--- config.mk ---
export PLATFORM = sky130hd
export DESIGN_NAME = egress_buffer
export DESIGN_NICKNAME = d
export VERILOG_FILES = /design/src/source/ram_fifo_cfg_pkg.sv /design/src/source/ram_fifo_types_pkg.sv /design/src/source/egress_buffer.sv
export SDC_FILE = /design/constraint.sdc
export NUM_CORES = 1
export LEC_CHECK = 0
export BUFFER_PORTS_ARGS = -buffer_cell sky130_fd_sc_hd__buf_2
export CAP_MARGIN = 20
export CORE_ASPECT_RATIO = 0.8
export CORE_MARGIN = 2
export CORE_UTILIZATION = 34
export DETAILED_ROUTE_END_ITERATION = 7
export GPL_TIMING_DRIVEN = 0
export PLACE_DENSITY_LB_ADDON = 0.15
export SETUP_SLACK_MARGIN = 0.3
export SYNTH_ARGS = -nofsm -noshare
export SYNTH_HDL_FRONTEND = slang
export SYNTH_SLANG_ARGS = --single-unit
--- constraint.sdc ---
create_clock -name clk -period 7 [get_ports clk]
set_input_delay 1.4 -clock clk [delete_from_list [all_inputs] [get_ports clk]]
set_output_delay 1.4 -clock clk [all_outputs]
set_load 0.1 [all_outputs]
--- src/source/ram_fifo_cfg_pkg.sv ---
/* ram fifo configuration
   default sizes of the queue words, the pair memory and the counters */
package ram_fifo_cfg_pkg;

    // ceiling log2, at least one bit
    function automatic int addr_w_of(input int depth);
        return (depth > 1) ? $clog2(depth) : 1;
    endfunction

    localparam int data_w_default = 32;
    localparam int pair_depth_default = 512;

    // capacity and count ports
    localparam int cap_w = 16;

    // on-chip buffers, both powers of two
    localparam int ingress_depth = 8;
    localparam int egress_depth = 4;

    // egress occupancy below this allows a memory refill
    localparam int egress_refill_level = 3;

    // pointers carry one extra bit so full and empty differ
    localparam int ingress_cnt_w = addr_w_of(ingress_depth) + 1;
    localparam int egress_cnt_w = addr_w_of(egress_depth) + 1;

endpackage

--- src/source/ram_fifo_types_pkg.sv ---
/* ram fifo types
   per-cycle transfer operation and the causes behind panic */
package ram_fifo_types_pkg;

    // one transfer at most per cycle
    typedef enum logic [1:0] {
        xfer_idle   = 2'd0,
        xfer_bypass = 2'd1,
        xfer_spill  = 2'd2,
        xfer_fill   = 2'd3
    } xfer_op_e;

    // bit positions of the panic vector in the controller
    typedef enum logic [2:0] {
        panic_none         = 3'd0,
        panic_overflow     = 3'd1,
        panic_fill_overrun = 3'd2,
        panic_ram_over     = 3'd3,
        panic_op_clash     = 3'd4
    } panic_e;

endpackage

--- src/source/egress_buffer.sv ---
/* egress buffer
   four-entry output queue with a show-ahead head word,
   filled one word from the bypass or a pair from memory */
`timescale 1ns/100ps

module egress_buffer #(
    parameter int DATA_W = ram_fifo_cfg_pkg::data_w_default
) (
    input  logic                                      clk,
    input  logic                                      rst_n,
    input  logic                                      softreset,
    input  ram_fifo_types_pkg::xfer_op_e              xfer_op,
    input  logic                                      fill_land,
    input  logic [DATA_W-1:0]                         head_word,
    input  logic [2*DATA_W-1:0]                       rd_pair,
    input  logic                                      readout,
    output logic [ram_fifo_cfg_pkg::egress_cnt_w-1:0] out_count,
    output logic [DATA_W-1:0]                         dataout,
    output logic                                      empty
);
    import ram_fifo_cfg_pkg::*;
    import ram_fifo_types_pkg::*;

    localparam int idx_w = egress_cnt_w - 1;

    logic [DATA_W-1:0]       mem [egress_depth];
    logic [egress_cnt_w-1:0] wr_ptr;
    logic [egress_cnt_w-1:0] rd_ptr;
    logic [idx_w-1:0]        wr_idx;
    logic [idx_w-1:0]        wr_idx_next;
    logic                    pop;

    assign out_count = wr_ptr - rd_ptr;
    assign empty = (out_count == '0);
    assign pop = readout && !empty;
    assign dataout = empty ? '0 : mem[rd_ptr[idx_w-1:0]];

    assign wr_idx = wr_ptr[idx_w-1:0];
    assign wr_idx_next = wr_idx + 1'b1;

    // a landing pair goes low half first
    always_ff @(posedge clk) begin
        if (fill_land) begin
            mem[wr_idx] <= rd_pair[DATA_W-1:0];
            mem[wr_idx_next] <= rd_pair[2*DATA_W-1:DATA_W];
        end else if (xfer_op == xfer_bypass) begin
            mem[wr_idx] <= head_word;
        end
    end

    always_ff @(posedge clk or negedge rst_n) begin
        if (!rst_n) begin
            wr_ptr <= '0;
            rd_ptr <= '0;
        end else if (softreset) begin
            wr_ptr <= '0;
            rd_ptr <= '0;
        end else begin
            if (fill_land) begin
                wr_ptr <= wr_ptr + egress_cnt_w'(2);
            end else if (xfer_op == xfer_bypass) begin
                wr_ptr <= wr_ptr + egress_cnt_w'(1);
            end
            if (pop) begin
                rd_ptr <= rd_ptr + 1'b1;
            end
        end
    end

endmodule

==> results.ini <==
[placement]
numPortBuffers=136
finalWeightedCongestion=0.749
place_ws_ns=3.08
placed_area_sq_um=8250
hpwl_um=13800

[route]
wirelength_um=20600
wl_per_cell_um=20.0
drtAntennaViolNets=0
drtIter0Drc=492
highest_layer=met4
viasPerCell=5.10
dr_wl_met3_um=1470
wl_met1_um=9100
drc=0
drtPass1Iterations=6
vias=5256
wl_met2_um=9740

[critical_path]
cp-start-kind=flop
cp-end-kind=output pin
max_stage_delay_ns=0.48
crit_fanout=10
crit_chain=inv_1 > ha_1 > fa_1 > and2_1 > and2_4 > buf_6 > nor2b_1 > buf_2
worstPathRequired_ns=5.60
cp_slowest_cell=fa_1
path_class=reg2out
worstPathArrival_ns=2.96

[timing]
finalSetupViolCount=0
finalSetupTns_ns=0
rsz0062_at_grt=no
fin_skew_ns=0.00736
period_minus_slack_ns=4.36
finalMaxSlewViolations=0
slew_headroom_pct=45.6
hold_violations=0
holdWs_ns=0.656
worst_slack_ns=2.64
fin_crit_sh_pct=62.3
worst_pin_slew_ns=0.814
fmax_mhz=229

[power]
power.total_w=0.00419
internal-power_w=0.00196
pwr-share-clk_pct=20.4
combPwrFrac_pct=56.2
ir_drop_mv=0.321
p_switching_w=0.00224
seq_power_share_pct=23.4
p_leak_nw=3.33
power.density_nw_per_um2=476
switching_share_pct=53.3

[synth]
synth_area_sq_um=7080
yosysMostFrequentCell=nor2_1
yosys.area_share.simple_pct=11.4
yosysTopAreaCellShare_pct=54.3
yosysTopAreaCell=edfxtp_1
synthAdderAreaFrac_pct=2.05
avgSynthCellArea_sq_um=12.1
yosys.area_share.xor_xnor_pct=0.442
syn_nets=701
ys_seq_elements=134
yosys-top-cells-count=nor2_1 (131), a21oi_1 (130), edfxtp_1 (128)
synth-seq-area-share_pct=56.4
yosys_warnings=0
synthMuxAreaShare_pct=15.3
synth.area.top_cells=edfxtp_1 (54%), mux4_2 (10%), a21oi_1 (9.2%)
synth_compound_gate_area_share_pct=9.98
ys.flop_type=edfxtp_1
synth_edf_count=128
syn_inst=587
synth_cell_types=30
synth_top_family_by_area=multiplexers
async_flop_share_pct=4.48

[clocking]
cts_sinks=134
ctsResizeCount=0
clockBufferDepth=2
htreeDepth=4
cts-root-buf=clkbuf_16
cts_buffers=17
cts_setup_buffers=0
cts-hold-fix-buffers=0
clk-insertion-delay-late_ns=0.42
clkTransAtPathRegs_ns=0.06
cts_tree=done

[hold_path]
hp-class=reg2reg

[floorplan]
die_height_um=133
ios=139
die_area_sq_um=22000
rows=47
core_area_sq_um=20600
die_x_um=165
initial_utilization_pct=34.4

[cells_and_area]
drive_above_1_share_pct=30.4
syn2layout_area_growth_pct=24.4
final_area_sq_um=8810
finish.net_count=860

[global_route]
grt_pass1_vias=5326
antenna_found_initial=3
track_usage_pct=19.4
grt-ovfl-total=0
grt_pass1_wl_um=31000
grt_max_degree=20

[flow_run]
cap_violations=0

[status]
outcome=completed

worst paths after layout:
check                                from          to  slack, ns  depth (start not counted)
min in group asynchronous           rst_n   rd_ptr[2]       0.81                          1
worst min register to register  rd_ptr[2]   rd_ptr[2]       0.66                          2
max in group asynchronous           rst_n   rd_ptr[1]       6.04                          1
worst min-delay path            rd_ptr[2]   rd_ptr[2]       0.66                          2
worst max-delay path            wr_ptr[0]  dataout[2]       2.64                          8
worst max register to register  wr_ptr[1]   mem[1][7]       4.67                          6
per-stage QoR:
step	utilization (%)	std cells
4_1_cts	42.8	1028
2_1_floorplan	-	587
3_3_place_gp	39.4	992
3_5_place_dp	40.1	996
6_report	42.8	1031
5_1_grt	42.8	1029
sequential cells by signal (all words and copies together) (netlist names):
register / cells
rd_ptr: 3
mem: 128
wr_ptr: 3
logic make-up (layout without fill, tap and decap cells):
logic type,count (synthesis),in the layout
AND/OR/NAND/NOR,181,181
AO/OA/AOI/OAI,137,137
flip-flops,134,134
multiplexers,68,68
buffers and inverters,54,226
adder cells (fa/ha/maj),11,11
XOR/XNOR,2,2
other,0,3
placed cells by master (no fill, tap or decap), types with 10 or more instances in the layout:
cell type and instances:
a21oi_1 130, nor2_1 131, clkbuf_1 18, mux2i_1 33, mux4_2 32, ha_1 10, edfxtp_1 128, clkbuf_16 17
nor2b_1 34, buf_2 144
per-layer routing:
metal / up-vias / global-route usage [%]
met1: 2555 / 27.2
met5: - / 0
met4: 0 / 4.74
li1: 2471 / -
met2: 212 / 30.6
met3: 18 / 4.73
power by group through the flow:
stage                     combinational (W)  sequential, W  clock [W]
after floorplan                     0.00195       0.000997          0
after global placement              0.00235        0.00101          0
after detailed placement            0.00238        0.00100          0
after CTS                           0.00238       0.000984   0.000861
after global routing                0.00246       0.000988   0.000898
final                               0.00236       0.000983   0.000855
worst max-delay path, delay by kind of cell (launching register included):
family | cells | cell delay (ns)
adders and majority gates | 2 | 0.71
buffers and inverters | 3 | 0.78
DFF | 1 | 0.46
and+or+nand+nor | 3 | 0.59
final cells by class:
cell class | count | area (sq um)
inverter | 9 | 33.8
tap | 269 | 337
timing repair buffer | 140 | 783
buffer | 45 | 283
fill | 1983 | 11800
antenna | 3 | 7.51
sequential | 134 | 3990
clock inverter | 14 | 129
multi-input combinational | 399 | 2820
clock buffer | 18 | 429
No activity file was read; power rests on OpenSTA's default activity.
