$ cat src/source/ram_fifo_cfg_pkg.sv
/* ram fifo configuration
   default sizes of the queue words, the pair memory and the counters */
package ram_fifo_cfg_pkg;

    // ceiling log2, at least one bit
    function automatic int addr_w_of(input int depth);
        return (depth > 1) ? $clog2(depth) : 1;
    endfunction

    localparam int data_w_default = 32;
    localparam int pair_depth_default = 512;

    // capacity and count ports
    localparam int cap_w = 16;

    // on-chip buffers, both powers of two
    localparam int ingress_depth = 8;
    localparam int egress_depth = 4;

    // egress occupancy below this allows a memory refill
    localparam int egress_refill_level = 3;

    // pointers carry one extra bit so full and empty differ
    localparam int ingress_cnt_w = addr_w_of(ingress_depth) + 1;
    localparam int egress_cnt_w = addr_w_of(egress_depth) + 1;

endpackage

$ cat src/source/ram_fifo_types_pkg.sv
/* ram fifo types
   per-cycle transfer operation and the causes behind panic */
package ram_fifo_types_pkg;

    // one transfer at most per cycle
    typedef enum logic [1:0] {
        xfer_idle   = 2'd0,
        xfer_bypass = 2'd1,
        xfer_spill  = 2'd2,
        xfer_fill   = 2'd3
    } xfer_op_e;

    // bit positions of the panic vector in the controller
    typedef enum logic [2:0] {
        panic_none         = 3'd0,
        panic_overflow     = 3'd1,
        panic_fill_overrun = 3'd2,
        panic_ram_over     = 3'd3,
        panic_op_clash     = 3'd4
    } panic_e;

endpackage

$ cat src/source/ingress_buffer.sv
/* ingress buffer
   eight-entry input queue, gives up one word or an aligned pair */
`timescale 1ns/100ps

module ingress_buffer #(
    parameter int DATA_W = ram_fifo_cfg_pkg::data_w_default
) (
    input  logic                                       clk,
    input  logic                                       rst_n,
    input  logic                                       softreset,
    input  logic                                       validin,
    input  logic [DATA_W-1:0]                          datain,
    input  ram_fifo_types_pkg::xfer_op_e               xfer_op,
    output logic [ram_fifo_cfg_pkg::ingress_cnt_w-1:0] in_count,
    output logic [DATA_W-1:0]                          head_word,
    output logic [2*DATA_W-1:0]                        pair_word
);
    import ram_fifo_cfg_pkg::*;
    import ram_fifo_types_pkg::*;

    localparam int idx_w = ingress_cnt_w - 1;

    logic [DATA_W-1:0]        mem [ingress_depth];
    logic [ingress_cnt_w-1:0] wr_ptr;
    logic [ingress_cnt_w-1:0] rd_ptr;
    logic [idx_w-1:0]         next_idx;
    logic                     accept;

    // pointers wrap at twice the depth, so the difference is the occupancy
    assign in_count = wr_ptr - rd_ptr;
    assign accept = validin && (in_count != ingress_cnt_w'(ingress_depth));

    assign next_idx = rd_ptr[idx_w-1:0] + 1'b1;
    assign head_word = mem[rd_ptr[idx_w-1:0]];
    // older word in the low half
    assign pair_word = {mem[next_idx], head_word};

    always_ff @(posedge clk) begin
        if (accept) begin
            mem[wr_ptr[idx_w-1:0]] <= datain;
        end
    end

    always_ff @(posedge clk or negedge rst_n) begin
        if (!rst_n) begin
            wr_ptr <= '0;
            rd_ptr <= '0;
        end else if (softreset) begin
            wr_ptr <= '0;
            rd_ptr <= '0;
        end else begin
            if (accept) begin
                wr_ptr <= wr_ptr + 1'b1;
            end
            case (xfer_op)
                xfer_bypass: rd_ptr <= rd_ptr + ingress_cnt_w'(1);
                xfer_spill:  rd_ptr <= rd_ptr + ingress_cnt_w'(2);
                default:     rd_ptr <= rd_ptr;
            endcase
        end
    end

endmodule

$ cat config.mk
export PLATFORM = sky130hd
export DESIGN_NAME = ingress_buffer
export DESIGN_NICKNAME = d
export VERILOG_FILES = /design/src/source/ram_fifo_cfg_pkg.sv /design/src/source/ram_fifo_types_pkg.sv /design/src/source/ingress_buffer.sv
export SDC_FILE = /design/constraint.sdc
export NUM_CORES = 1
export LEC_CHECK = 0
export ABC_AREA = 1
export BUFFER_PORTS_ARGS = -buffer_cell sky130_fd_sc_hd__buf_2
export CELL_PAD_IN_SITES_DETAIL_PLACEMENT = 1
export CELL_PAD_IN_SITES_GLOBAL_PLACEMENT = 1
export CORE_ASPECT_RATIO = 0.5
export CORE_UTILIZATION = 42
export DETAILED_ROUTE_END_ITERATION = 7
export PLACE_DENSITY_LB_ADDON = 0.25
export SYNTH_ARGS = -nofsm -noshare
export SYNTH_HDL_FRONTEND = slang
export SYNTH_SLANG_ARGS = --single-unit
$ cat constraint.sdc
create_clock -name clk -period 4.5 [get_ports clk]
set_input_delay 0 -clock clk [delete_from_list [all_inputs] [get_ports clk]]
set_output_delay 0 -clock clk [all_outputs]
set_load 0.005 [all_outputs]
==> results.toml <==
[status]
status = "finished, final reports clean"

[power_and_ir_drop]
vdd_ir_drop_max_mv = 0.256
comb_power_share_pct = 24.3
leakage_nw = 5.80
powerDensity_nw_per_um2 = 454
power_switching_w = 0.00213
pwr-share-clk_pct = 34.2
p_sw_share_pct = 30.8
internal_power_w = 0.00481
seqPwrFrac_pct = 41.5

[setup_path]
r2r_slack_ps = 960
crit_path_end_kind = "flip-flop"
arrival_ps = 3770
start_kind = "flip-flop"
rr_endpoint = "mem[4][10]"
worstPathMaxFanout = 26
required_ps = 4740
criticalPathCategory = "flip-flop to flip-flop"
r2r-start = "wr_ptr[0]"
ff2ff_path_depth = 11

[yosys]
ys_warn_count = 0
synthTopCellsByCount = "edfxtp_1 (256), nor2_1 (231), o21ai_0 (213)"
synthCells = 1382
netlist.area_leader.share_pct = 58.2
syn_area_per_cell_um2 = 9.55
ys_seq_area_share_pct = 59.8
synth-edff-count = 256
ys_ff_latch = 264
synth_top_area_cell = "edfxtp_1"
synth_area_leaders = "edfxtp_1 (58%), o21ai_0 (8.1%), nor2_1 (6.6%)"
yosysUniqueCellTypes = 30
synth_nets = 1427
synthesis.area_um2 = 13200
yosysMostFrequentCell = "edfxtp_1"
synthArstFlopShare_pct = 3.03
synthFlopType = "edfxtp_1"

[sta]
setup_viol = 0
min_period_ps = 3540
rsz0062_at_grt = "no"
hold_violations = 0
tns_ps = 0
skew_ps = 11.4
slew_headroom_pct = 25.8
worstMarginPinSlew_ps = 1110
fmaxAchievable_mhz = 283
fin_crit_sh_pct = 78.6
slew_violations = 0

[clock_network]
cts_setup_buffers = 0
cts_made_buffers = 26
path_clk_slew_ps = 70
clock_sinks = 264
cts_resized = 0
cts_tree = "built"
hold_buffers = 41
htreeDepth = 1
cts-root-buf = "clkbuf_16"
cts_buffer_depth = 3
insertion_delay_ps = 550

[layout]
n_antenna_cell = 0
regArea_um2 = 7900
drive_above_1_share_pct = 15.7
instances_no_fill = 1928
area_delta_synth_final_pct = 15.8
final_nets = 1530
post-route-cell-area_um2 = 15300
multi_input_area_um2 = 4290
n_fill_cell = 3510

[worst_hold_path]
whs_path_depth = 2
worstHoldStart = "datain[23]"
hold_class = "input port to flip-flop"
min_to = "mem[7][23]"

[floorplanning]
die_x_um = 253
core_area_um2 = 30600
rows = 45
dieArea_um2 = 32200
start_util_pct = 43.1
die_h_um = 127
io_pins = 138

[grt]
antenna_found_initial = 0
grt_pass1_wl_mm = 62.0
grt_max_degree = 130
grt_pass1_vias = 11400
grt_overflow = 0
grt_usage_pct = 24.8

[drt]
dr_wl_met3_mm = 1.79
drtIter0Drc = 918
routedWlPerCell_um = 20.8
drtAntennaViolNets = 0
routed-wl-met2_mm = 20.0
vias_per_cell = 5.59
totalWireLength_mm = 40.1
detail_route.first_pass.iterations = 5
drc = 0
met1Wirelength_mm = 17.5
dr.max_layer_used = "met4"
vias = 10800

[place]
portBuffers = 137
gp_congestion = 0.797
hpwl_mm = 23.0
dp_cells = 1839
place_area_um2 = 14000

[flow_run]
cap_viol_max_count = 0
layer usage:
metal	global-route usage, %	vias to the layer above
met1	31.9	5453
li1	-	4988
met5	0	-
met4	6.24	0
met2	44.1	268
met3	3.57	72
logic make-up (layout without fill, tap and decap cells):
| family | after synthesis | after routing | share of synthesized area (%) |
|---|---|---|---|
| AO/OA/AOI/OAI | 488 | 488 | 19.4 |
| AND/OR/NAND/NOR | 404 | 404 | 11.8 |
| flip-flops | 264 | 264 | 59.8 |
| buffers and inverters | 216 | 339 | 8.13 |
| adder cells (fa/ha/maj) | 7 | 7 | 0.720 |
| XOR/XNOR | 3 | 3 | 0.199 |
final cells by class:
| class | instances | area share [%] |
|---|---|---|
| multi-input combinational | 902 | 28.1 |
| inverter | 85 | 2.12 |
| clock inverter | 12 | 1.19 |
| sequential | 264 | 51.7 |
| timing repair buffer | 206 | 8.79 |
| tap | 423 | 3.46 |
| clock buffer | 36 | 4.71 |
cells in the final DEF, fill, tap and decap left out, types with 2 or more instances in the layout:
master	Yosys	final
clkinv_2	0	4
inv_1	82	81
buf_2	26	137
clkbuf_1	36	8
clkinv_1	1	5
clkbuf_16	0	27
a31oi_1	32	32
bufinv_16	0	5
a21oi_2	20	20
o21ai_1	110	110
nand2_1	151	151
o21ai_0	213	213
nand3_1	9	9
dfrtp_1	8	5
nor2_1	231	230
ha_1	6	5
nor3_2	0	6
a21oi_1	111	111
xor2_1	2	2
buf_12	0	3
dfrtp_4	0	2
edfxtp_1	256	256
dlygate4sd3_1	0	41
nand4_1	4	4
buf_4	37	25
power by group through the flow:
stage / sequential [W] / combinational (W) / clock (W)
2_1_floorplan: 0.00291 / 0.00107 / 0
3_3_place_gp: 0.00293 / 0.00158 / 0
3_5_place_dp: 0.00293 / 0.00164 / 0
4_1_cts: 0.00288 / 0.00169 / 0.00240
5_1_grt: 0.00289 / 0.00185 / 0.00250
6_report: 0.00288 / 0.00169 / 0.00237
worst max-delay path, cell delays in order (launching register included):
cell and delay [ps]:
dfrtp_1 500, inv_1 210, ha_1 280, fa_1 400, inv_1 70, nand2_1 40
nand2_1 80, nor2_1 60, nand3_1 200, nand2_1 380, nor3_2 670, buf_12 300
metrics by stage:
stage,setup WS [ps],hold WS (ps),utilization [%],power [W]
final,961,251,49.9,0.00694
after global routing,698,247,49.9,0.00724
after CTS,959,239,49.9,0.00697
after detailed placement,988,-138,45.6,0.00458
after global placement,1120,-144,45.6,0.00450
after floorplan,-130,-296,-,0.00398
state kept, by name (all words and copies together) (netlist names):
signal	flops
mem	256
wr_ptr	4
rd_ptr	4
worst max-delay path by stage:
stage / startpoint / endpoint / slack, ps / depth (start not counted)
3_3_place_gp: wr_ptr[0] / mem[4][9] / 1120 / 11
3_5_place_dp: wr_ptr[0] / mem[4][9] / 990 / 11
6_report: wr_ptr[0] / mem[4][10] / 960 / 11
4_1_cts: wr_ptr[0] / mem[4][2] / 960 / 11
5_1_grt: wr_ptr[0] / mem[4][10] / 700 / 11
2_1_floorplan: rd_ptr[2] / mem[0][0] / -130 / 11
Note: power is estimated with default switching activity, not from simulation.
