--- src/source/ram_fifo_cfg_pkg.sv ---
/* ram fifo configuration
   default sizes of the queue words, the pair memory and the counters */
package ram_fifo_cfg_pkg;

    // ceiling log2, at least one bit
    function automatic int addr_w_of(input int depth);
        return (depth > 1) ? $clog2(depth) : 1;
    endfunction

    localparam int data_w_default = 32;
    localparam int pair_depth_default = 512;

    // capacity and count ports
    localparam int cap_w = 16;

    // on-chip buffers, both powers of two
    localparam int ingress_depth = 8;
    localparam int egress_depth = 4;

    // egress occupancy below this allows a memory refill
    localparam int egress_refill_level = 3;

    // pointers carry one extra bit so full and empty differ
    localparam int ingress_cnt_w = addr_w_of(ingress_depth) + 1;
    localparam int egress_cnt_w = addr_w_of(egress_depth) + 1;

endpackage

--- src/source/ram_fifo_types_pkg.sv ---
/* ram fifo types
   per-cycle transfer operation and the causes behind panic */
package ram_fifo_types_pkg;

    // one transfer at most per cycle
    typedef enum logic [1:0] {
        xfer_idle   = 2'd0,
        xfer_bypass = 2'd1,
        xfer_spill  = 2'd2,
        xfer_fill   = 2'd3
    } xfer_op_e;

    // bit positions of the panic vector in the controller
    typedef enum logic [2:0] {
        panic_none         = 3'd0,
        panic_overflow     = 3'd1,
        panic_fill_overrun = 3'd2,
        panic_ram_over     = 3'd3,
        panic_op_clash     = 3'd4
    } panic_e;

endpackage

--- src/source/spill_controller.sv ---
/* spill controller
   picks the transfer of each cycle, keeps the memory pair pointers
   and drives full, count, panic and the memory controls */
`timescale 1ns/100ps

module spill_controller #(
    parameter int   PAIR_DEPTH = ram_fifo_cfg_pkg::pair_depth_default,
    localparam int  ADDR_W = ram_fifo_cfg_pkg::addr_w_of(PAIR_DEPTH)
) (
    input  logic                                       clk,
    input  logic                                       rst_n,
    input  logic                                       softreset,
    input  logic [ram_fifo_cfg_pkg::cap_w-1:0]         capacity,
    input  logic                                       validin,
    input  logic [ram_fifo_cfg_pkg::ingress_cnt_w-1:0] in_count,
    input  logic [ram_fifo_cfg_pkg::egress_cnt_w-1:0]  out_count,
    output ram_fifo_types_pkg::xfer_op_e               xfer_op,
    output logic                                       fill_land,
    output logic                                       ram_cen_n,
    output logic                                       ram_wen_n,
    output logic [ADDR_W-1:0]                          ram_addr,
    output logic                                       full,
    output logic [ram_fifo_cfg_pkg::cap_w-1:0]         count,
    output logic                                       panic
);
    import ram_fifo_cfg_pkg::*;
    import ram_fifo_types_pkg::*;

    logic [ADDR_W-1:0] wr_ptr;
    logic [ADDR_W-1:0] rd_ptr;
    logic              wr_wrap;
    logic              rd_wrap;
    logic [cap_w-1:0]  limit_raw;
    logic [cap_w-1:0]  pair_limit;
    logic [cap_w-1:0]  ram_pairs;
    logic              ram_empty;
    logic              ram_full;
    logic              wr_last;
    logic              rd_last;
    logic              in_full;
    logic              out_full;
    logic              fill_ok;
    logic              spill_ok;
    logic              bypass_ok;
    logic [(1 << $bits(panic_e))-1:0] panic_vec;

    // half the capacity rounded up, never beyond the physical memory
    assign limit_raw = {1'b0, capacity[cap_w-1:1]} + cap_w'(capacity[0]);
    assign pair_limit = (limit_raw > cap_w'(PAIR_DEPTH)) ? cap_w'(PAIR_DEPTH) : limit_raw;

    assign ram_pairs = (wr_wrap == rd_wrap) ? cap_w'(wr_ptr) - cap_w'(rd_ptr)
                                            : pair_limit - cap_w'(rd_ptr) + cap_w'(wr_ptr);
    assign ram_empty = (ram_pairs == '0);
    assign ram_full = (ram_pairs >= pair_limit);
    assign wr_last = (cap_w'(wr_ptr) == pair_limit - cap_w'(1));
    assign rd_last = (cap_w'(rd_ptr) == pair_limit - cap_w'(1));

    assign in_full = (in_count == ingress_cnt_w'(ingress_depth));
    assign out_full = (out_count == egress_cnt_w'(egress_depth));

    // memory data is older than anything in ingress, so it goes first
    assign fill_ok = !ram_empty && (out_count < egress_cnt_w'(egress_refill_level))
                     && !fill_land;
    assign spill_ok = (in_count >= ingress_cnt_w'(2)) && (out_full || !ram_empty)
                      && !ram_full;
    assign bypass_ok = ram_empty && (in_count != '0) && !out_full && !fill_land;

    always_comb begin
        if (fill_ok) begin
            xfer_op = xfer_fill;
        end else if (spill_ok) begin
            xfer_op = xfer_spill;
        end else if (bypass_ok) begin
            xfer_op = xfer_bypass;
        end else begin
            xfer_op = xfer_idle;
        end
    end

    // read data shows up one cycle after the fill is issued
    always_ff @(posedge clk or negedge rst_n) begin
        if (!rst_n) begin
            fill_land <= 1'b0;
        end else if (softreset) begin
            fill_land <= 1'b0;
        end else begin
            fill_land <= (xfer_op == xfer_fill);
        end
    end

    always_ff @(posedge clk or negedge rst_n) begin
        if (!rst_n) begin
            wr_ptr <= '0;
            rd_ptr <= '0;
            wr_wrap <= 1'b0;
            rd_wrap <= 1'b0;
        end else if (softreset) begin
            wr_ptr <= '0;
            rd_ptr <= '0;
            wr_wrap <= 1'b0;
            rd_wrap <= 1'b0;
        end else begin
            if (xfer_op == xfer_spill) begin
                wr_ptr <= wr_last ? '0 : wr_ptr + 1'b1;
                wr_wrap <= wr_wrap ^ wr_last;
            end
            if (xfer_op == xfer_fill) begin
                rd_ptr <= rd_last ? '0 : rd_ptr + 1'b1;
                rd_wrap <= rd_wrap ^ rd_last;
            end
        end
    end

    // single port, so the write pointer only while spilling
    assign ram_cen_n = !((xfer_op == xfer_spill) || (xfer_op == xfer_fill));
    assign ram_wen_n = (xfer_op != xfer_spill);
    assign ram_addr = (xfer_op == xfer_spill) ? wr_ptr : rd_ptr;

    assign full = in_full || ram_full;
    assign count = (ram_pairs << 1) + cap_w'(in_count) + cap_w'(out_count);

    always_comb begin
        panic_vec = '0;
        panic_vec[panic_overflow] = validin && full;
        panic_vec[panic_fill_overrun] = fill_land && (out_count > egress_cnt_w'(2));
        panic_vec[panic_ram_over] = ram_full;
        panic_vec[panic_op_clash] = fill_land && (xfer_op == xfer_bypass);
    end

    assign panic = |panic_vec;

endmodule

--- config.mk ---
export PLATFORM = sky130hd
export DESIGN_NAME = spill_controller
export DESIGN_NICKNAME = d
export VERILOG_FILES = /design/src/source/ram_fifo_cfg_pkg.sv /design/src/source/ram_fifo_types_pkg.sv /design/src/source/spill_controller.sv
export SDC_FILE = /design/constraint.sdc
export NUM_CORES = 1
export LEC_CHECK = 0
export ABC_AREA = 0
export BUFFER_PORTS_ARGS = -buffer_cell sky130_fd_sc_hd__buf_2
export CAP_MARGIN = 20
export CORE_MARGIN = 8
export CORE_UTILIZATION = 45
export CTS_CLUSTER_DIAMETER = 100
export DETAILED_ROUTE_END_ITERATION = 7
export PLACE_DENSITY = 0.66
export SLEW_MARGIN = 20
export SYNTH_ARGS = -nofsm -noshare
export SYNTH_HDL_FRONTEND = slang
export SYNTH_SLANG_ARGS = --single-unit
--- constraint.sdc ---
create_clock -name clk -period 10.38 [get_ports clk]
set_input_delay 2.076 -clock clk [delete_from_list [all_inputs] [get_ports clk]]
set_output_delay 2.076 -clock clk [all_outputs]
set_load 0.01 [all_outputs]
==> results of run 1 <==
-- logic make-up after synthesis --
logic type	Yosys count	synth area share [%]
compound gates	203	26.7
fa+ha+maj	69	18.0
flops	21	9.85
simple gates	284	28.0
mux	13	2.51
other cells	2	0.141
xor+xnor	51	8.51
buf+inv	87	6.28
-- report_power, final --
| part | internal [mW] | leakage (nW) | switching, mW | total (mW) |
|---|---|---|---|---|
| clock | 0.0521 | 0.0371 | 0.0303 | 0.0824 |
| sequential | 0.0877 | 0.291 | 0.0195 | 0.107 |
| combinational | 0.629 | 2.84 | 0.670 | 1.30 |
-- placed cells by master, fill, tap and decap left out, drive strengths merged, types with 11 or more instances in the layout --
master	Yosys	routed
nor2	44	44
buf	8	157
a21o	25	25
inv	62	62
conb	2	24
or3	12	12
xor2	19	19
o21ai	39	39
or4	11	11
a21oi	40	40
dfrtp	21	21
nor3	30	30
nand3	36	36
nor4	12	12
fa	13	13
xnor2	32	32
nand4	11	11
ha	56	56
nand2	64	64
o211ai	11	11
-- worst max path at each step --
| stage | depth (start not counted) | end | from |
|---|---|---|---|
| 4_1_cts | 34 | ram_addr[8] | capacity[0] |
| 3_5_place_dp | 32 | ram_addr[8] | capacity[0] |
| 6_report | 30 | ram_addr[0] | capacity[1] |
| 2_1_floorplan | 31 | ram_addr[0] | capacity[0] |
| 5_1_grt | 34 | ram_addr[8] | capacity[1] |
| 3_3_place_gp | 32 | ram_addr[8] | capacity[0] |
-- repair_timing --
action                     in CTS  in global routing
cloned                          2                  0
pin swaps                      24                 35
gates resized for setup        33                 43
setup buffers                  17                 11
setup endpoints to repair      10                 13
-- worst reg2reg max path, stage by stage, from the launching register on --
cell	delay, ns
sky130_fd_sc_hd__dfrtp_1	0.60
sky130_fd_sc_hd__inv_1	0.25
sky130_fd_sc_hd__fa_1	0.57
sky130_fd_sc_hd__inv_1	0.06
sky130_fd_sc_hd__ha_4	0.27
sky130_fd_sc_hd__o211ai_1	0.12
sky130_fd_sc_hd__o211ai_1	0.37
sky130_fd_sc_hd__nand2_1	0.16
sky130_fd_sc_hd__a21oi_2	0.20
sky130_fd_sc_hd__mux2i_2	0.10
sky130_fd_sc_hd__or2_4	0.25
sky130_fd_sc_hd__and2_4	0.17
sky130_fd_sc_hd__ha_4	0.15
sky130_fd_sc_hd__a21o_1	0.16
sky130_fd_sc_hd__a21oi_2	0.13
sky130_fd_sc_hd__nor2b_1	0.06
sky130_fd_sc_hd__a311oi_1	0.25
sky130_fd_sc_hd__o21ai_1	0.12
sky130_fd_sc_hd__a211oi_2	0.23
sky130_fd_sc_hd__buf_4	0.17
sky130_fd_sc_hd__o31ai_4	0.08
sky130_fd_sc_hd__a211oi_4	0.25
sky130_fd_sc_hd__buf_6	0.19
sky130_fd_sc_hd__inv_2	0.05
sky130_fd_sc_hd__buf_4	0.17
sky130_fd_sc_hd__or4_1	0.50
sky130_fd_sc_hd__a21oi_1	0.16
-- sequential cells by signal, summed over array words and instances (netlist names) --
register and cells:
fill_land 1, rd_wrap 1, wr_ptr 9, rd_ptr 9, wr_wrap 1
-- area by class of cell --
class / count / area, µm²
clock inverters: 1 / 7.51
fillers: 1090 / 4540
repair buffers: 157 / 1070
multi-input cells: 644 / 4890
inverters: 62 / 233
clock buffers: 3 / 75.1
flip-flops and latches: 21 / 526
well taps: 143 / 179
-- per-stage QoR --
stage,util [%],hold slack [ns]
after global placement,55.1,0.628
after global routing,60.6,0.680
after detailed placement,55.1,0.640
after floorplan,-,0.535
final,60.6,0.660
after CTS,58.7,0.656
-- metal layers --
metal	track usage [%]	vias up	wire [µm]
met5	0	-	0
met4	5.52	0	356
met3	1.97	32	1110
met2	39.5	230	9190
met1	29.8	2993	8160
li1	-	3012	-
==> impl_metrics.env, run 1 <==
export IMPL_power_static_leakage_nw=3.17
export IMPL_drc=0
export IMPL_layoutNonFillerInstCount=1031
export IMPL_synth_seq_area_share_pct=9.85
export IMPL_synth_top_cell_by_area="sky130_fd_sc_hd__ha_1"
export IMPL_detail_route_first_pass_iterations=6
export IMPL_fin_area_mm2=0.00697
export IMPL_drt_initial_drc_count=409
export IMPL_dp_cells=1000
export IMPL_path_clk_slew_ns=0.06
export IMPL_crit_path_max_incr_delay_ns=0.55
export IMPL_rr_endpoint="wr_ptr[8]$_DFFE_PN0P_"
export IMPL_timing_critical_path_to_type="output pin"
export IMPL_r2r_start="wr_ptr[3]$_DFFE_PN0P_"
export IMPL_clkSinkCount=21
export IMPL_vdd_ir_drop_max_v=0.000195
export IMPL_yosys_top_cells_area="sky130_fd_sc_hd__ha_1 (13%), sky130_fd_sc_hd__dfrtp_1 (9.8%), sky130_fd_sc_hd__xnor2_1 (5.3%)"
export IMPL_critical_path_max_fanout=12
export IMPL_yosysUniqueCellTypes=75
export IMPL_die_width_um=125
export IMPL_max_clock_freq_ghz=0.0977
export IMPL_design_power_total_mw=1.49
export IMPL_ys_seq_elements=21
export IMPL_placement_rows=39
export IMPL_synthesis_instances=730
export IMPL_timing_reg2reg_setup_slack_ns=4.50
export IMPL_cts_hold_buffers_added=0
export IMPL_wirelength_per_cell_um=18.2
export IMPL_cp_class="primary input to output pin"
export IMPL_synth_ff_type="sky130_fd_sc_hd__dfrtp_1"
export IMPL_clock_tree_htree_level_count=1
export IMPL_final_antenna_net_count=0
export IMPL_ctsRootBufferMaster="sky130_fd_sc_hd__clkbuf_16"
export IMPL_coreArea_mm2=0.0115
export IMPL_powerDensity_mw_per_mm2=213
export IMPL_starting_density_of_the_core_pct=46.3
export IMPL_critical_path_top_delay_family="compound AO/OA/AOI/OAI gates"
export IMPL_final_max_slew_violation_count=0
export IMPL_hold_viol_final=0
export IMPL_critical_path_slowest_stage_cell="sky130_fd_sc_hd__or4_4"
export IMPL_ys_top_cells_by_count="sky130_fd_sc_hd__nand2_1 (64), sky130_fd_sc_hd__inv_1 (59), sky130_fd_sc_hd__ha_1 (56)"
export IMPL_cts_made_buffers=3
export IMPL_clk_latency_worst_skew_pair_ns=0.26
export IMPL_final_setup_viol_count=0
export IMPL_post_place_ws_ns=-0.216
export IMPL_mean_syn_cell_area_um2=7.31
export IMPL_hold_end="rd_ptr[5]$_DFFE_PN0P_"
export IMPL_hold_class="flop to flop"
export IMPL_totalNegativeSetupSlack_ns=0
export IMPL_cap_viol_max_count=0
export IMPL_synth_async_reset_ratio_pct=100
export IMPL_finalWirelength_mm=18.8
export IMPL_worst_slew_pin_transition_ns=1.02
export IMPL_dpl_hpwl_mm=14.7
export IMPL_grt_max_degree=30
export IMPL_vias_in_the_first_global_route=5963
export IMPL_antenna_diode_count=0
export IMPL_grt_pass1_wl_mm=30.1
export IMPL_status="completed"
export IMPL_placed_cell_area_mm2=0.00635
export IMPL_crit_path_frequent_cell="sky130_fd_sc_hd__buf_4"
export IMPL_whs_path_depth=1
export IMPL_number_of_nets_in_the_final_layout=985
export IMPL_timing_max_slew_rel_slack_pct=31.1
export IMPL_post_synth_edffs=0
export IMPL_cts_path_max_buffers=2
export IMPL_fin_skew_ns=0.00599
export IMPL_vias_post_dr=6267
export IMPL_antenna_found_initial=0
export IMPL_io_pin_count=59
export IMPL_die_height_um=125
export IMPL_synthMostInstantiatedCell="sky130_fd_sc_hd__nand2_1"
export IMPL_area_fraction_of_the_dominant_cell_type_after_synthesis_pct=13.1
export IMPL_layout_drive_gt1_share_pct=26.1
export IMPL_layout_worst_path_cycle_share_pct=98.6
export IMPL_global_route_usage_total_pct=22.8
export IMPL_yosys_warnings=0
export IMPL_cts_tree="built"
export IMPL_routabilityCongestion=0.940
export IMPL_setup_ws_ns=0.145
export IMPL_synth_area_mm2=0.00534
export IMPL_via_per_inst=6.08
export IMPL_area_growth_synth_to_final_pct=30.7
export IMPL_grt_remaining_overflow=0
export IMPL_final_min_clock_period_ns=10.23
export IMPL_critical_path_n_buffers_inverters=12
export IMPL_numPortBuffers=58
export IMPL_crit_path_start_kind="primary input"
export IMPL_die_area_mm2=0.0156
export IMPL_worst_hold_startpoint="rd_ptr[5]$_DFFE_PN0P_"
export IMPL_critPathRequiredTime_ns=8.30
export IMPL_cp_data_arrival_time_ns=8.16
export IMPL_r2r_worst_path_cells=26
(Power assumes the default switching activity.)
==> run 2: changes to the inputs <==
--- a/config.mk
+++ b/config.mk
@@ -12,6 +12,7 @@
 export CORE_UTILIZATION = 45
 export CTS_CLUSTER_DIAMETER = 100
 export DETAILED_ROUTE_END_ITERATION = 7
+export GPL_TIMING_DRIVEN = 0
 export PLACE_DENSITY = 0.66
 export SLEW_MARGIN = 20
 export SYNTH_ARGS = -nofsm -noshare
==> run 2 against run 1 <==
The flow now finishes with violations (setup timing). Power up 4.4%. Via count up 1.2%. Combinational power up 5%. Sequential share of layout area down 0.13 points. Final area up 1.7%. Clock skew down 0.00058 ns. Critical endpoint is now ram_addr[6]. Highest routed layer unchanged.
==> impl_metrics.env, run 2 (same netlist as run 1, synthesis figures left out) <==
export IMPL_hold_end="rd_ptr[5]$_DFFE_PN0P_"
export IMPL_fin_skew_ns=0.00540
export IMPL_starting_density_of_the_core_pct=46.3
export IMPL_hold_viol_final=0
export IMPL_final_setup_viol_count=8
export IMPL_dpl_hpwl_mm=14.1
export IMPL_ctsRootBufferMaster="sky130_fd_sc_hd__clkbuf_16"
export IMPL_cts_path_max_buffers=2
export IMPL_timing_reg2reg_setup_slack_ns=4.48
export IMPL_whs_path_depth=1
export IMPL_antenna_found_initial=0
export IMPL_cp_class="primary input to output pin"
export IMPL_hold_ws_ns=0.629
export IMPL_via_per_inst=6.26
export IMPL_vias_post_dr=6344
export IMPL_global_route_usage_total_pct=23.0
export IMPL_grt_setup_unrepaired="yes"
export IMPL_timing_max_slew_rel_slack_pct=36.7
export IMPL_placement_rows=39
export IMPL_cts_hold_buffers_added=0
export IMPL_clock_tree_htree_level_count=1
export IMPL_power_static_leakage_nw=3.16
export IMPL_cts_tree="built"
export IMPL_worst_slew_pin_transition_ns=0.942
export IMPL_worst_hold_startpoint="rd_ptr[5]$_DFFE_PN0P_"
export IMPL_layout_worst_path_cycle_share_pct=100
export IMPL_clk_latency_worst_skew_pair_ns=0.26
export IMPL_critPathRequiredTime_ns=8.30
export IMPL_wirelength_per_cell_um=19.1
export IMPL_layout_drive_gt1_share_pct=26.2
export IMPL_r2r_worst_path_cells=26
export IMPL_violations="setup timing"
export IMPL_crit_path_max_incr_delay_ns=0.55
export IMPL_r2r_start="wr_ptr[6]$_DFFE_PN0P_"
export IMPL_drc=0
export IMPL_grt_max_degree=22
export IMPL_path_clk_slew_ns=0.06
export IMPL_final_antenna_net_count=0
export IMPL_die_width_um=125
export IMPL_highest_count_cells_in_the_layout_ignoring_fill_and_taps="sky130_fd_sc_hd__buf_2 (57), sky130_fd_sc_hd__buf_4 (57), sky130_fd_sc_hd__inv_1 (56)"
export IMPL_routabilityCongestion=0.969
export IMPL_post_place_ws_ns=-1.65
export IMPL_dp_cells=951
export IMPL_finalWirelength_mm=19.4
export IMPL_hold_class="flop to flop"
export IMPL_antenna_diode_count=0
export IMPL_n_fill_cell=1028
export IMPL_layoutNonFillerInstCount=1013
export IMPL_design_power_total_mw=1.56
export IMPL_setup_ws_ns=-0.0444
export IMPL_reg_top3="rd_ptr: 9 flops, wr_ptr: 9 flops"
export IMPL_area_growth_synth_to_final_pct=32.9
export IMPL_grt_remaining_overflow=0
export IMPL_final_max_slew_violation_count=0
export IMPL_cp_data_arrival_time_ns=8.35
export IMPL_vdd_ir_drop_max_v=0.000187
export IMPL_final_min_clock_period_ns=10.42
export IMPL_powerDensity_mw_per_mm2=219
export IMPL_placed_cell_area_mm2=0.00589
export IMPL_critical_path_max_fanout=7
export IMPL_cts_made_buffers=3
export IMPL_crit_path_start_kind="primary input"
export IMPL_drt_initial_drc_count=514
export IMPL_fin_area_mm2=0.00709
export IMPL_die_area_mm2=0.0156
export IMPL_number_of_nets_in_the_final_layout=967
export IMPL_cap_viol_max_count=0
export IMPL_clkSinkCount=21
export IMPL_max_clock_freq_ghz=0.0959
export IMPL_die_height_um=125
export IMPL_coreArea_mm2=0.0115
export IMPL_critical_path_slowest_stage_cell="sky130_fd_sc_hd__fa_1"
export IMPL_rr_endpoint="wr_ptr[5]$_DFFE_PN0P_"
export IMPL_status="finished, violations left"
export IMPL_io_pin_count=59
export IMPL_grt_pass1_wl_mm=30.4
export IMPL_vias_in_the_first_global_route=6062
export IMPL_timing_critical_path_to_type="output pin"
export IMPL_numPortBuffers=56
export IMPL_detail_route_first_pass_iterations=5
## run 2: cell count changes in the layout (fill, tap and decap cells not counted), sizes merged
cell,change
buf,-36
clkbuf,+19
clkinvlp,-1
## run 2: repair_timing
item | in CTS | in global routing
gates resized for setup | 71 | 60
setup buffers | 33 | 24
cloned | 0 | 2
endpoints found under the setup margin | 22 | 16
pin swaps | 32 | 38
## run 2: worst max-delay path by stage
stage / endpoint / slack (ns) / from
3_3_place_gp: ram_addr[6] / -1.62 / capacity[0]
4_1_cts: ram_addr[6] / -0.16 / capacity[1]
3_5_place_dp: ram_addr[6] / -1.65 / capacity[0]
5_1_grt: ram_addr[3] / -0.33 / capacity[0]
6_report: ram_addr[6] / -0.04 / capacity[0]
2_1_floorplan: ram_addr[0] / 0.003 / capacity[0]
## run 2: layout make-up
class,instances,area (µm²),area share (%)
sequential,21,526,7.41
timing repair buffer,115,776,10.9
buffer,24,164,2.31
tap,143,179,2.52
multi-input combinational,644,5140,72.4
clock buffer,4,78.8,1.11
inverter,62,233,3.28
## run 2: critical path, delay by kind of cell
kind | cells | cell delay, ns
muxes | 1 | 0.10
buffers and inverters | 7 | 0.98
adders and majority gates | 4 | 1.17
AOI/OAI and AO/OA | 13 | 2.35
and+or+nand+nor | 9 | 1.68
## run 2: metrics by stage
step	utilization [%]	TNS, ns
6_report	61.6	-0.302
5_1_grt	61.6	-2.96
4_1_cts	57.0	-1.22
3_5_place_dp	51.2	-20.58
3_3_place_gp	51.2	-19.55
2_1_floorplan	-	0
## run 2: per-layer routing
layer  GRT usage [%]  vias to the layer above  wire length [µm]
li1                -                     2969                 -
met1            29.2                     3046              8250
met2            39.5                      280              9250
met3            2.65                       49              1260
met4            7.66                        0               624
met5               0                        -                 0
## run 2: where the power goes
part	total (mW)	switching [mW]	internal, mW	leakage [nW]
logic	1.36	0.708	0.657	2.83
clock network	0.0833	0.0309	0.0524	0.0382
registers	0.107	0.0192	0.0877	0.291
==> run 3: changes to the inputs <==
==> constraint.sdc (replaced) <==
create_clock -name clk -period 8.8 [get_ports clk]
set_input_delay 1.76 -clock clk [delete_from_list [all_inputs] [get_ports clk]]
set_output_delay 1.76 -clock clk [all_outputs]
set_load 0.01 [all_outputs]
==> run 3 against run 2 <==
The flow still finishes with violations (setup timing). Clock skew is 0.0044 ns higher. Non-clock buffer count rose by 74. Core utilization rose by 7.8 points. Critical endpoint is now ram_addr[4]. Largest cell class unchanged.
==> impl_metrics.env, run 3 (same netlist as run 1, synthesis figures left out) <==
export IMPL_status="finished, violations left"
export IMPL_violations="setup timing"
export IMPL_r2r_start="wr_ptr[6]$_DFFE_PN0P_"
export IMPL_cap_viol_max_count=0
export IMPL_clock_tree_htree_level_count=1
export IMPL_highest_count_cells_in_the_layout_ignoring_fill_and_taps="sky130_fd_sc_hd__buf_4 (118), sky130_fd_sc_hd__buf_2 (52), sky130_fd_sc_hd__inv_1 (51)"
export IMPL_net_switching_fraction_of_the_power_pct=46.5
export IMPL_number_of_nets_in_the_final_layout=1041
export IMPL_setup_ws_ns=-0.981
export IMPL_starting_density_of_the_core_pct=46.3
export IMPL_layout_drive_gt1_share_pct=36.0
export IMPL_power_frac_clock_pct=4.6
export IMPL_critical_path_slowest_stage_cell="sky130_fd_sc_hd__fa_1"
export IMPL_grt_remaining_overflow=0
export IMPL_final_min_clock_period_ns=9.78
export IMPL_global_route_usage_total_pct=24.5
export IMPL_cts_path_max_buffers=2
export IMPL_max_clock_freq_ghz=0.102
export IMPL_crit_path_max_incr_delay_ns=0.60
export IMPL_cp_class="primary input to output pin"
export IMPL_final_max_slew_violation_count=0
export IMPL_layout_cells_most_common="sky130_fd_sc_hd__buf_4"
export IMPL_coreArea_mm2=0.0115
export IMPL_p_sw_mw=1.01
export IMPL_post_place_ws_ns=-1.86
export IMPL_clk_latency_worst_skew_pair_ns=0.26
export IMPL_final_antenna_net_count=0
export IMPL_ctsRootBufferMaster="sky130_fd_sc_hd__clkbuf_16"
export IMPL_wirelength_per_cell_um=19.2
export IMPL_r2r_worst_path_cells=29
export IMPL_fin_skew_ns=0.00977
export IMPL_via_per_inst=6.11
export IMPL_critical_path_endpoint="ram_addr[4]"
export IMPL_timing_reg2reg_setup_slack_ns=2.60
export IMPL_rr_endpoint="wr_ptr[8]$_DFFE_PN0P_"
export IMPL_antenna_found_initial=0
export IMPL_dp_cells=951
export IMPL_crit_path_start_kind="primary input"
export IMPL_antenna_diode_count=0
export IMPL_vias_post_dr=6645
export IMPL_cts_made_buffers=3
export IMPL_cts_tree="built"
export IMPL_critPathLaunch="capacity[1]"
export IMPL_grt_pass1_wl_mm=32.0
export IMPL_layout_core_utilization_pct=69.4
export IMPL_drt_initial_drc_count=527
export IMPL_hold_class="flop to flop"
export IMPL_critPathRequiredTime_ns=7.04
export IMPL_timing_max_slew_rel_slack_pct=33.1
export IMPL_routabilityCongestion=0.916
export IMPL_timing_critical_path_to_type="output pin"
export IMPL_n_fill_cell=945
export IMPL_cp_data_arrival_time_ns=8.02
export IMPL_power_frac_comb_pct=89.5
export IMPL_reg_top3="rd_ptr: 9 flops, wr_ptr: 9 flops"
export IMPL_placement_rows=39
export IMPL_intPower_mw=1.16
export IMPL_grt_max_degree=22
export IMPL_finalWirelength_mm=20.8
export IMPL_critical_path_max_fanout=8
export IMPL_clkSinkCount=21
export IMPL_io_pin_count=59
export IMPL_final_setup_viol_count=20
export IMPL_powerDensity_mw_per_mm2=271
export IMPL_hold_viol_final=0
export IMPL_worst_slew_pin_transition_ns=0.994
export IMPL_die_area_mm2=0.0156
export IMPL_drc=0
export IMPL_detail_route_first_pass_iterations=7
export IMPL_area_growth_synth_to_final_pct=49.7
export IMPL_path_clk_slew_ns=0.05
export IMPL_layoutNonFillerInstCount=1087
export IMPL_die_width_um=125
export IMPL_dpl_hpwl_mm=14.5
export IMPL_die_height_um=125
export IMPL_sequentialPowerShare_pct=5.9
export IMPL_vdd_ir_drop_max_v=0.000309
export IMPL_vias_in_the_first_global_route=6364
export IMPL_layout_worst_path_cycle_share_pct=111
export IMPL_grt_setup_unrepaired="yes"
export IMPL_power_static_leakage_nw=3.73
export IMPL_numPortBuffers=56
## run 3: cell types whose count changed in the layout (fill, tap and decap cells not counted), moves of 5 or more
cell                      before  now
sky130_fd_sc_hd__buf_6         5   20
sky130_fd_sc_hd__nand2_4       5   14
sky130_fd_sc_hd__inv_1        56   51
sky130_fd_sc_hd__buf_2        57   52
sky130_fd_sc_hd__o21ai_2       4   10
sky130_fd_sc_hd__nand2_1      51   43
sky130_fd_sc_hd__buf_4        57  118
## run 3: worst min path at each step
stage,from,to,slack [ns],cells after the start
floorplan,rd_ptr[5]$_DFFE_PN0P_,rd_ptr[5]$_DFFE_PN0P_,0.54,1
global placement,rd_ptr[5]$_DFFE_PN0P_,rd_ptr[5]$_DFFE_PN0P_,0.62,1
detailed placement,rd_ptr[5]$_DFFE_PN0P_,rd_ptr[5]$_DFFE_PN0P_,0.62,1
CTS,rd_ptr[5]$_DFFE_PN0P_,rd_ptr[5]$_DFFE_PN0P_,0.63,1
global route,rd_ptr[5]$_DFFE_PN0P_,rd_ptr[5]$_DFFE_PN0P_,0.66,1
finish,rd_ptr[5]$_DFFE_PN0P_,rd_ptr[5]$_DFFE_PN0P_,0.64,1
## run 3: metal layers
layer	vias to the layer above	global-route usage, %	share of wire [%]
met4	0	8.45	3.8
met1	3186	30.1	41
li1	3109	-	-
met3	64	2.91	6.3
met2	286	43.2	49
met5	-	0	0
## run 3: through the flow
| stage | area, µm² | hold WS [ns] | setup TNS (ns) | power [mW] |
|---|---|---|---|---|
| floorplan | 5770 | 0.535 | -1.87 | 1.03 |
| global placement | 6230 | 0.618 | -27.50 | 1.33 |
| detailed placement | 6230 | 0.618 | -29.59 | 1.36 |
| CTS | 7410 | 0.635 | -13.12 | 1.85 |
| global route | 7990 | 0.655 | -17.51 | 2.31 |
| finish | 7990 | 0.640 | -12.27 | 2.17 |
## run 3: power groups by stage
stage / Combinational (mW) / Clock (mW) / Sequential [mW]
finish: 1.94 / 0.0996 / 0.129
detailed placement: 1.23 / 0 / 0.128
CTS: 1.62 / 0.100 / 0.126
floorplan: 0.906 / 0 / 0.119
global route: 2.08 / 0.103 / 0.129
global placement: 1.21 / 0 / 0.127
## run 3: layout make-up
cell class                 instances  area, µm²  share of cell area, %
buffer                            24        196                   2.46
clock buffer                       3       75.1                  0.939
clock inverter                     1       5.00                 0.0626
inverter                          62        251                   3.15
multi-input combinational        644       5330                   66.7
sequential                        21        526                   6.58
tap                              143        179                   2.24
timing repair buffer             189       1430                   17.8
## run 3: timing repair
item,CTS,global route
hold buffers,0,0
setup endpoints to repair,29,26
setup buffers,104,44
pin swaps,47,44
cloned,2,0
resized for setup,56,81
## run 3: worst max-delay path: cells and delay by family
kind | cells | cell delay (ns)
mux | 1 | 0.09
simple gates | 9 | 1.36
buf+inv | 8 | 1.09
fa+ha+maj | 5 | 1.39
compound gates | 13 | 2.31
